--- src/include/fp16Defs.svh ---
// binary16 field sizes and bias only; the pipeline logic assumes these exact values
`ifndef FP16_DEFS_SVH
`define FP16_DEFS_SVH

// ------------------------------
// IEEE 754 binary16 layout
// ------------------------------

// biased exponent field width
`define fpExpWidth 5

// stored fraction width, hidden bit not counted
`define fpFracWidth 10

// exponent bias
`define fpBias 15

`endif

--- src/hdl/fp16Pkg.sv ---
// shared binary16 types; no NaN encodings are produced, all-ones exponent always means infinity
`include "fp16Defs.svh"

package fp16Pkg;

	localparam int EMSB = `fpExpWidth - 1;                     // top exponent bit
	localparam int FMSB = `fpFracWidth - 1;                    // top fraction bit
	localparam int MSB  = `fpExpWidth + `fpFracWidth;          // sign bit of the word
	localparam int BIAS = `fpBias;
	localparam int expRawWidth = 7;                            // signed raw exponent in

	// rounding modes, encoding as on the rm input of the rounder
	typedef enum logic [2:0] {
		rmNearestEven = 3'd0,
		rmZero        = 3'd1,
		rmPlusInf     = 3'd2,
		rmMinusInf    = 3'd3,
		rmNearestAway = 3'd4
	} roundMode_t;

	typedef struct packed {
		logic            sign;
		logic [EMSB:0]   exp;
		logic [FMSB:0]   sig;   // fraction only, hidden bit implied
	} fp16Fields_t;

	// one binary16 word, seen as fields or as raw bits
	typedef union packed {
		fp16Fields_t    f;
		logic [MSB:0]   raw;
	} FP16;

	// intermediate word between normalizer and rounder
	// sig is leading bit, fraction, guard, round, sticky
	typedef struct packed {
		logic            sign;
		logic [EMSB:0]   exp;
		logic [FMSB+4:0] sig;
	} FP16N;

endpackage

--- src/hdl/fpNormalize16.sv ---
// value taken as mag * 2^(expRaw-rawWidth+1), so the top bit of mag weighs 2^expRaw; overflow saturates to infinity in every mode
`timescale 1ns/100ps

module fpNormalize16 import fp16Pkg::*; #(
	parameter int rawWidth = 24
) (
	input  logic                          clk,
	input  logic                          rstN,
	input  logic                          ce,
	input  logic                          sign,
	input  logic signed [expRawWidth-1:0] expRaw,
	input  logic [rawWidth-1:0]           mag,
	input  logic                          special,
	output FP16N                          normWord,
	output logic                          normSpecial
);

	localparam int lzW  = $clog2(rawWidth + 1);        // leading zero count width
	localparam int eW   = expRawWidth + lzW + 2;       // room for bias and shift
	localparam int padW = 15;                          // zeros below mag, > max denorm shift
	localparam int wW   = rawWidth + padW;
	localparam int shW  = $clog2(padW + 1);

	logic [lzW-1:0]        lz;
	logic [rawWidth-1:0]   magShl;
	logic signed [eW-1:0]  expAdj;      // biased exponent of the leading one
	logic signed [eW-1:0]  denormAmt;
	logic [shW-1:0]        dsh;
	logic [wW-1:0]         wide;
	logic [wW-1:0]         wideDn;
	FP16N                  nextWord;

	// ------------------------------
	// leading one and exponent
	// ------------------------------
	always_comb begin
		lz = '0;
		for (int k = 0; k < rawWidth; k++)
			if (mag[k])
				lz = lzW'(rawWidth - 1 - k);   // highest set bit wins
	end

	assign magShl = mag << lz;                      // leading one now at the top
	assign expAdj = eW'(expRaw) + eW'(BIAS) - eW'(lz);

	// right shift into subnormal range, clamped once all bits land in sticky
	assign denormAmt = eW'(1) - expAdj;
	assign dsh    = (denormAmt > eW'(padW)) ? shW'(padW) : denormAmt[shW-1:0];
	assign wide   = {magShl, {padW{1'b0}}};
	assign wideDn = wide >> dsh;

	// ------------------------------
	// next intermediate word
	// ------------------------------
	always_comb begin
		nextWord = '0;
		nextWord.sign = sign;
		if (special) begin
			nextWord.exp = '1;                      // inf or NaN passed as inf
		end
		else if (mag == '0) begin
			nextWord.sign = 1'b0;                   // clean +0
		end
		else if (expAdj >= eW'(2 ** (EMSB + 1) - 1)) begin
			nextWord.exp = '1;                      // out of range, saturate
		end
		else if (expAdj <= eW'(1)) begin
			// exp 0, a leading bit left set means smallest normal
			nextWord.exp = '0;
			nextWord.sig = {wideDn[wW-1 -: FMSB+4], |wideDn[wW-FMSB-5:0]};
		end
		else begin
			nextWord.exp = expAdj[EMSB:0];
			nextWord.sig = {wide[wW-1 -: FMSB+4], |wide[wW-FMSB-5:0]};
		end
	end

	always_ff @(posedge clk) begin
		if (!rstN) begin
			normWord    <= '0;
			normSpecial <= 1'b0;
		end
		else if (ce) begin
			normWord    <= nextWord;
			normSpecial <= special;
		end
	end

endmodule

--- src/hdl/fpRound16.sv ---
// expects FP16N from fpNormalize16; an exp of 0 with the leading bit set is read as exponent 1
`timescale 1ns/100ps

module fpRound16 import fp16Pkg::*; (
	input  logic       clk,
	input  logic       rstN,
	input  logic       ce,
	input  roundMode_t rm,
	input  FP16N       i,
	input  logic       special,
	output FP16        o,
	output logic       inexact
);

	localparam int sumW = EMSB + FMSB + 2;   // exponent and fraction together

	logic            lsb;
	logic            g;
	logic            r;
	logic            s;
	logic            anyLost;     // any of g, r, s
	logic            noRound;
	logic            rnd;
	logic            rndMode;
	logic [EMSB:0]   expIn;
	logic [sumW-1:0] sum;

	assign lsb = i.sig[3];
	assign g   = i.sig[2];      // guard
	assign r   = i.sig[1];      // round
	assign s   = i.sig[0];      // sticky
	assign anyLost = g | r | s;

	// infinities are never rounded
	assign noRound = (&i.exp) | special;

	// ------------------------------
	// increment decision
	// ------------------------------
	always_comb begin
		case (rm)
			rmNearestEven: rndMode = g & (r | s | lsb);   // above half, or tie with odd lsb
			rmZero:        rndMode = 1'b0;                // truncate
			rmPlusInf:     rndMode = anyLost & ~i.sign;
			rmMinusInf:    rndMode = anyLost & i.sign;
			rmNearestAway: rndMode = g;                   // half or more goes up
			default:       rndMode = 1'b0;
		endcase
	end

	assign rnd = rndMode & ~noRound;

	// subnormal leading bit folds into the exponent here
	assign expIn = (i.exp == '0) ? {{EMSB{1'b0}}, i.sig[FMSB+4]} : i.exp;

	// carry out of the fraction lands in the exponent, may reach inf
	assign sum = {expIn, i.sig[FMSB+3:3]} + sumW'(rnd);

	// ------------------------------
	// output register
	// ------------------------------
	always_ff @(posedge clk) begin
		if (!rstN) begin
			o       <= '0;
			inexact <= 1'b0;
		end
		else if (ce) begin
			o.f.sign          <= i.sign;
			{o.f.exp, o.f.sig} <= sum;
			inexact           <= anyLost & ~noRound;   // finite inputs only
		end
	end

endmodule

--- src/hdl/fpClassify16.sv ---
// flags are {zero, subnormal, infinite, overflow, inexact}, MSB first, valid only with outStrobe
`timescale 1ns/100ps

module fpClassify16 import fp16Pkg::*; (
	input  FP16        result,
	input  logic       inexact,
	input  logic       outStrobe,
	output logic [4:0] flags
);

	logic isZero;
	logic isSub;
	logic isInf;
	logic isOvf;

	// ------------------------------
	// field decode
	// ------------------------------
	assign isZero = (result.f.exp == '0) && (result.f.sig == '0);
	assign isSub  = (result.f.exp == '0) && (result.f.sig != '0);
	assign isInf  = &result.f.exp;             // fraction is always 0 here

	// inf that lost bits came from a finite value
	assign isOvf = isInf & inexact;

	// idle cycles show nothing
	assign flags = outStrobe ? {isZero, isSub, isInf, isOvf, inexact} : 5'b0;

endmodule

--- src/hdl/fpRoundCtrl.sv ---
// no back-pressure; one item may enter per cycle and the mode is latched only with inStrobe
`timescale 1ns/100ps

module fpRoundCtrl import fp16Pkg::*; (
	input  logic       clk,
	input  logic       rstN,
	input  logic       inStrobe,
	input  roundMode_t inMode,
	output logic       stageCe1,
	output logic       stageCe2,
	output logic       outStrobe,
	output roundMode_t roundModeD1
);

	// ------------------------------
	// stage enables
	// ------------------------------

	// normalizer captures on the input strobe itself
	assign stageCe1 = inStrobe;

	always_ff @(posedge clk) begin
		if (!rstN) begin
			stageCe2  <= 1'b0;
			outStrobe <= 1'b0;
		end
		else begin
			stageCe2  <= inStrobe;    // item sits in the normalizer register
			outStrobe <= stageCe2;    // item sits in the rounder register
		end
	end

	// ------------------------------
	// mode travels with its item
	// ------------------------------
	always_ff @(posedge clk) begin
		if (!rstN)
			roundModeD1 <= rmNearestEven;
		else if (inStrobe)
			roundModeD1 <= inMode;     // lines up with normWord
	end

endmodule

--- src/hdl/fpRoundUnit16.sv ---
// two cycle latency from inStrobe to outStrobe; NaN inputs come in as inSpecial and leave as infinity
`timescale 1ns/100ps

module fpRoundUnit16 import fp16Pkg::*; #(
	parameter int rawWidth = 24
) (
	input  logic                          clk,
	input  logic                          rstN,
	input  logic                          inStrobe,
	input  logic                          inSign,
	input  logic signed [expRawWidth-1:0] inExp,
	input  logic [rawWidth-1:0]           inMag,
	input  logic                          inSpecial,
	input  roundMode_t                    inMode,
	output logic                          outStrobe,
	output logic [MSB:0]                  result,
	output logic [4:0]                    flags
);

	logic       stageCe1;
	logic       stageCe2;
	roundMode_t roundModeD1;
	FP16N       normWord;
	logic       normSpecial;
	FP16        roundResult;
	logic       inexact;

	// ------------------------------
	// control spine
	// ------------------------------
	fpRoundCtrl uCtrl (
		.clk         (clk),
		.rstN        (rstN),
		.inStrobe    (inStrobe),
		.inMode      (inMode),
		.stageCe1    (stageCe1),
		.stageCe2    (stageCe2),
		.outStrobe   (outStrobe),
		.roundModeD1 (roundModeD1)
	);

	// ------------------------------
	// datapath
	// ------------------------------
	fpNormalize16 #(.rawWidth(rawWidth)) uNorm (
		.clk         (clk),
		.rstN        (rstN),
		.ce          (stageCe1),
		.sign        (inSign),
		.expRaw      (inExp),
		.mag         (inMag),
		.special     (inSpecial),
		.normWord    (normWord),
		.normSpecial (normSpecial)
	);

	fpRound16 uRound (
		.clk     (clk),
		.rstN    (rstN),
		.ce      (stageCe2),
		.rm      (roundModeD1),
		.i       (normWord),
		.special (normSpecial),
		.o       (roundResult),
		.inexact (inexact)
	);

	fpClassify16 uClass (
		.result    (roundResult),
		.inexact   (inexact),
		.outStrobe (outStrobe),
		.flags     (flags)
	);

	assign result = roundResult.raw;   // raw view of the rounded word

endmodule

--- config.mk ---
export PLATFORM = sky130hd
export DESIGN_NAME = fpRoundUnit16
export DESIGN_NICKNAME = d
export VERILOG_FILES = /design/src/hdl/fp16Pkg.sv /design/src/hdl/fpNormalize16.sv /design/src/hdl/fpRound16.sv /design/src/hdl/fpClassify16.sv /design/src/hdl/fpRoundCtrl.sv /design/src/hdl/fpRoundUnit16.sv
export VERILOG_INCLUDE_DIRS = /design/src /design/src/include
export SDC_FILE = /design/constraint.sdc
export NUM_CORES = 1
export LEC_CHECK = 0
export ABC_AREA = 1
export CAP_MARGIN = 20
export CORE_ASPECT_RATIO = 1.2
export CORE_MARGIN = 2
export CORE_UTILIZATION = 40
export DETAILED_ROUTE_END_ITERATION = 12
export DONT_BUFFER_PORTS = 1
export GPL_ROUTABILITY_DRIVEN = 1
export MAX_ROUTING_LAYER = met4
export SETUP_SLACK_MARGIN = 0.5
export SKIP_CTS_REPAIR_TIMING = 1
export SYNTH_ARGS = -nofsm -noshare
export SYNTH_HDL_FRONTEND = slang
export SYNTH_SLANG_ARGS = --single-unit
--- constraint.sdc ---
create_clock -name clk -period 10.5 [get_ports clk]
set_input_delay 1.05 -clock clk [delete_from_list [all_inputs] [get_ports clk]]
set_output_delay 1.05 -clock clk [all_outputs]
set_load 0.1 [all_outputs]
==> impl.org <==
** Die
- Floorplan die area :: 13200 sq um
- Pin placement for this block handled 61 I/O pins.
- Measured along the y axis, the die boundary spans 125 um.
- The floorplan step set the die width to 105 um.
- The region available for standard cell placement spans 12100 sq um.
- Number of core rows :: 44
- Effective utilization at floorplan :: 40.6%

** Power
- Peak VDD IR :: 0.120 mV
- Summed over all nets, the switching power comes to 286 uW.
- Fraction of power consumed by combinational cells :: 43.8%
- Of the total power, registers draw 33.3%.
- Internal power comes to 351 uW.
- Switching share of power :: 44.9%
- Static Leak :: 0.00248 uW
- The clock network is responsible for 22.9% of the overall power.
- In this run the power density over the cells is 124 nW/um^2.

** Route
- For this block, the routed nets add up to 13200 um of wire.
- Once detail routing completed, the nets flagged for antenna violations numbered 0.
- Across all layers, the routed design uses 5333 vias.
- Via-per-instance ratio :: 5.30
- Wirelength per Cell :: 13.1 um
- Number of DRC markers after the initial detailed-route iteration :: 353
- For this run, design rule violations remaining after detail routing come to 0.
- Number of detailed-route iterations in the first pass :: 5

** Finish
- Counting the fill cells in the layout gives 1340.
- Most used cells in the layout excluding fill and tap cells :: sky130_fd_sc_hd__nand2_1 (229), sky130_fd_sc_hd__nand3_1 (164), sky130_fd_sc_hd__inv_1 (90)
- The number of antenna diodes in the final layout is 0.
- Area growth from synthesis to layout :: 4.75%
- Post-route standard cell area excluding fillers :: 5130 sq um
- Layout cell share with drive strength beyond 1 :: 8.51%
- Count of placed standard cells in the final layout, fillers left out :: 1007
- Most common cell after layout, fill and taps aside :: sky130_fd_sc_hd__nand2_1
- For this run, the post-layout net count is 894.

** Place
- Number of input and output port buffers inserted :: 0
- Placed wire-length estimate :: 10700 um
- At the end of routability-driven placement, the weighted congestion stood at 0.967.
- Placed cell areas :: 4990 sq um
- DP Cell Count :: 999

** Clock network
- The H-tree was split into 2 levels.
- Clock tree synthesis inserted a total of 5 buffers.
- For this design, the sink count on the clock tree is 43.
- The clock reaches the later pin of the worst-skew pair after 0.28 ns.
- TritonCTS built the clock tree.
- Root cell of the clock tree :: sky130_fd_sc_hd__clkbuf_16
- Clock-pin slew was measured on the worst setup and hold paths at 0.06 ns.
- No sink is reached through more buffers than the 2 on the longest clock path.

** Synthesis
- Yosys reg bits :: 43
- Number of enable flip-flop cells after synthesis :: 0
- FFs w/ async S/R, synth :: 0%
- The most used flip-flop cell after synthesis is sky130_fd_sc_hd__dfxtp_1.
- Synthesized area divided by synthesized cell count :: 5.64 sq um
- Fraction of the yosys area taken by sequential cells :: 17.6%
- The number of nets handed over by synthesis was 918.
- The cell count after synthesis came out at 869.
- After synthesis the cells add up to 4900 sq um.
- During synthesis, Yosys emitted a total of 0 warnings.
- Number of distinct standard cells referenced by the synthesized netlist :: 45

** Timing
- Slew at the pin with the worst max-slew slack :: 1.05 ns
- The final critical path takes up 60.8% of the cycle.
- The number of endpoints with negative hold slack in the final report was 0.
- Unrepaired setup endpoints after global routing :: no
- Timing would allow up to 157 MHz.
- Across the routed clock network, the largest skew measured is 0.00388 ns.
- Number of setup violations in the final report :: 0
- Worst slew margin :: 29.8%
- Number of pins with negative max-slew slack in the final report :: 0
- Clock period minus final worst setup slack :: 6.38 ns
- Setup TNS :: 0 ns

** Min path
- The tightest min-delay check is of the flip-flop to flip-flop type.

** Worst setup path
- Crit start category :: input pin
- Worst path buffer plus inverter count :: 4
- Category of the worst setup path capture point :: flip-flop
- Arrival time reported for the critical path endpoint :: 6.59 ns
- The setup path with the least slack is of type input pin to flip-flop.
- In this run the worst path has a maximum fanout of 25.
- By instance count, the cell type seen most on the critical path is sky130_fd_sc_hd__nand2_1.
- Slowest stage delay, CP :: 0.70 ns
- Critical path data required time :: 10.70 ns
- Gate family responsible for the most delay along the worst path :: simple AND/OR/NAND/NOR gates
- For this design, the slowest cell found on the critical path is sky130_fd_sc_hd__nor2_1.

** Global route
- Number of global-route vias before repair :: 5051
- Antenna violations before repair :: 0
- The first global-routing pass estimated 22500 um of wire.
- Global routing finished with a remaining overflow of 0.
- Global routing used 20.7% of the available tracks.
- Largest net degree at the start of global routing :: 31

** Run status
- Run status :: complete, no violations

** Run
- Across the run, the number of max-cap violations was 0.
[synthesized netlist by cell type (all sizes together), types with 3 or more instances]
| library cell | n | area [sq um] |
|---|---|---|
| nand2 | 250 | 1000 |
| nand3 | 171 | 891 |
| inv | 96 | 360 |
| nor2 | 78 | 324 |
| o21ai | 56 | 303 |
| a21oi | 46 | 238 |
| dfxtp | 43 | 861 |
| buf | 25 | 149 |
| xor2 | 17 | 156 |
| clkbuf | 13 | 48.8 |
| nand4 | 11 | 68.8 |
| nor3 | 11 | 55.1 |
| ha | 9 | 113 |
| nor4 | 9 | 56.3 |
| o211ai | 7 | 57.6 |
| xnor2 | 6 | 52.6 |
| nor3b | 3 | 22.5 |
[tightest hold or removal path: stages (launching register included)]
cell and delay (ns):
sky130_fd_sc_hd__dfxtp_1 0.31, sky130_fd_sc_hd__nand2_1 0.06, sky130_fd_sc_hd__a21oi_1 0.05
[layer usage]
| metal | global-route usage [%] | up-vias | wire length, um |
|---|---|---|---|
| met1 | 24.7 | 2355 | 5810 |
| met2 | 36.4 | 145 | 6540 |
| met4 | 7.14 | 0 | 349 |
| li1 | - | 2809 | - |
| met5 | - | - | 0 |
| met3 | 1.67 | 24 | 478 |
[path summary, 6_finish.rpt]
kind / from / to / slack, ns / cells after the start
hold / removal: uNorm.normWord[13]$_SDFFE_PN0P_ / uNorm.normWord[13]$_SDFFE_PN0P_ / 0.46 / 2
hold reg to reg: uNorm.normWord[13]$_SDFFE_PN0P_ / uNorm.normWord[13]$_SDFFE_PN0P_ / 0.46 / 2
setup reg to reg: uNorm.normWord[16]$_SDFFE_PN0P_ / uRound.o[14]$_SDFFE_PN0P_ / 7.60 / 13
setup / recovery: inMag[1] / uNorm.normWord[2]$_SDFFE_PN0P_ / 4.12 / 44
[per-stage QoR]
stage	setup slack [ns]	hold slack, ns	power, uW	utilization, %
after floorplan	5.14	0.445	443	-
after global placement	4.02	0.456	495	41.4
after detailed placement	3.86	0.459	492	41.4
after CTS	4.14	0.469	639	42.6
after global routing	3.37	0.490	689	42.6
final	4.12	0.464	637	42.6
[sequential cells by signal (all words and copies together), names as in the netlist]
register           count
uCtrl.outStrobe        1
uCtrl.roundModeD1      3
uCtrl.stageCe2         1
uNorm.normSpecial      1
uNorm.normWord        20
uRound.inexact         1
uRound.o              16
[power groups by stage]
stage	registers (uW)	logic, uW	clock network, uW
finish	212	279	146
global route	214	319	157
CTS	212	277	150
detailed placement	216	277	0
global placement	215	280	0
floorplan	212	231	0
[area by class of cell]
class | instances | area (sq um) | area share, %
clock buffers | 5 | 125 | 2.44
flip-flops and latches | 43 | 861 | 16.8
multi-input cells | 690 | 3490 | 68.0
well taps | 161 | 201 | 3.92
repair buffers | 7 | 70.1 | 1.36
inverters | 98 | 368 | 7.17
clock inverters | 3 | 15.0 | 0.292
[logic make-up (layout without fill, tap and decap cells)]
logic type,after synthesis,after routing,synth area share [%]
AND/OR/NAND/NOR,538,538,50.0
buffers and inverters,136,113,11.5
XOR/XNOR,23,23,4.26
adder cells (fa/ha/maj),10,10,2.71
flip-flops,43,43,17.6
AO/OA/AOI/OAI,119,119,13.9
No activity file was read; power rests on OpenSTA's default activity.
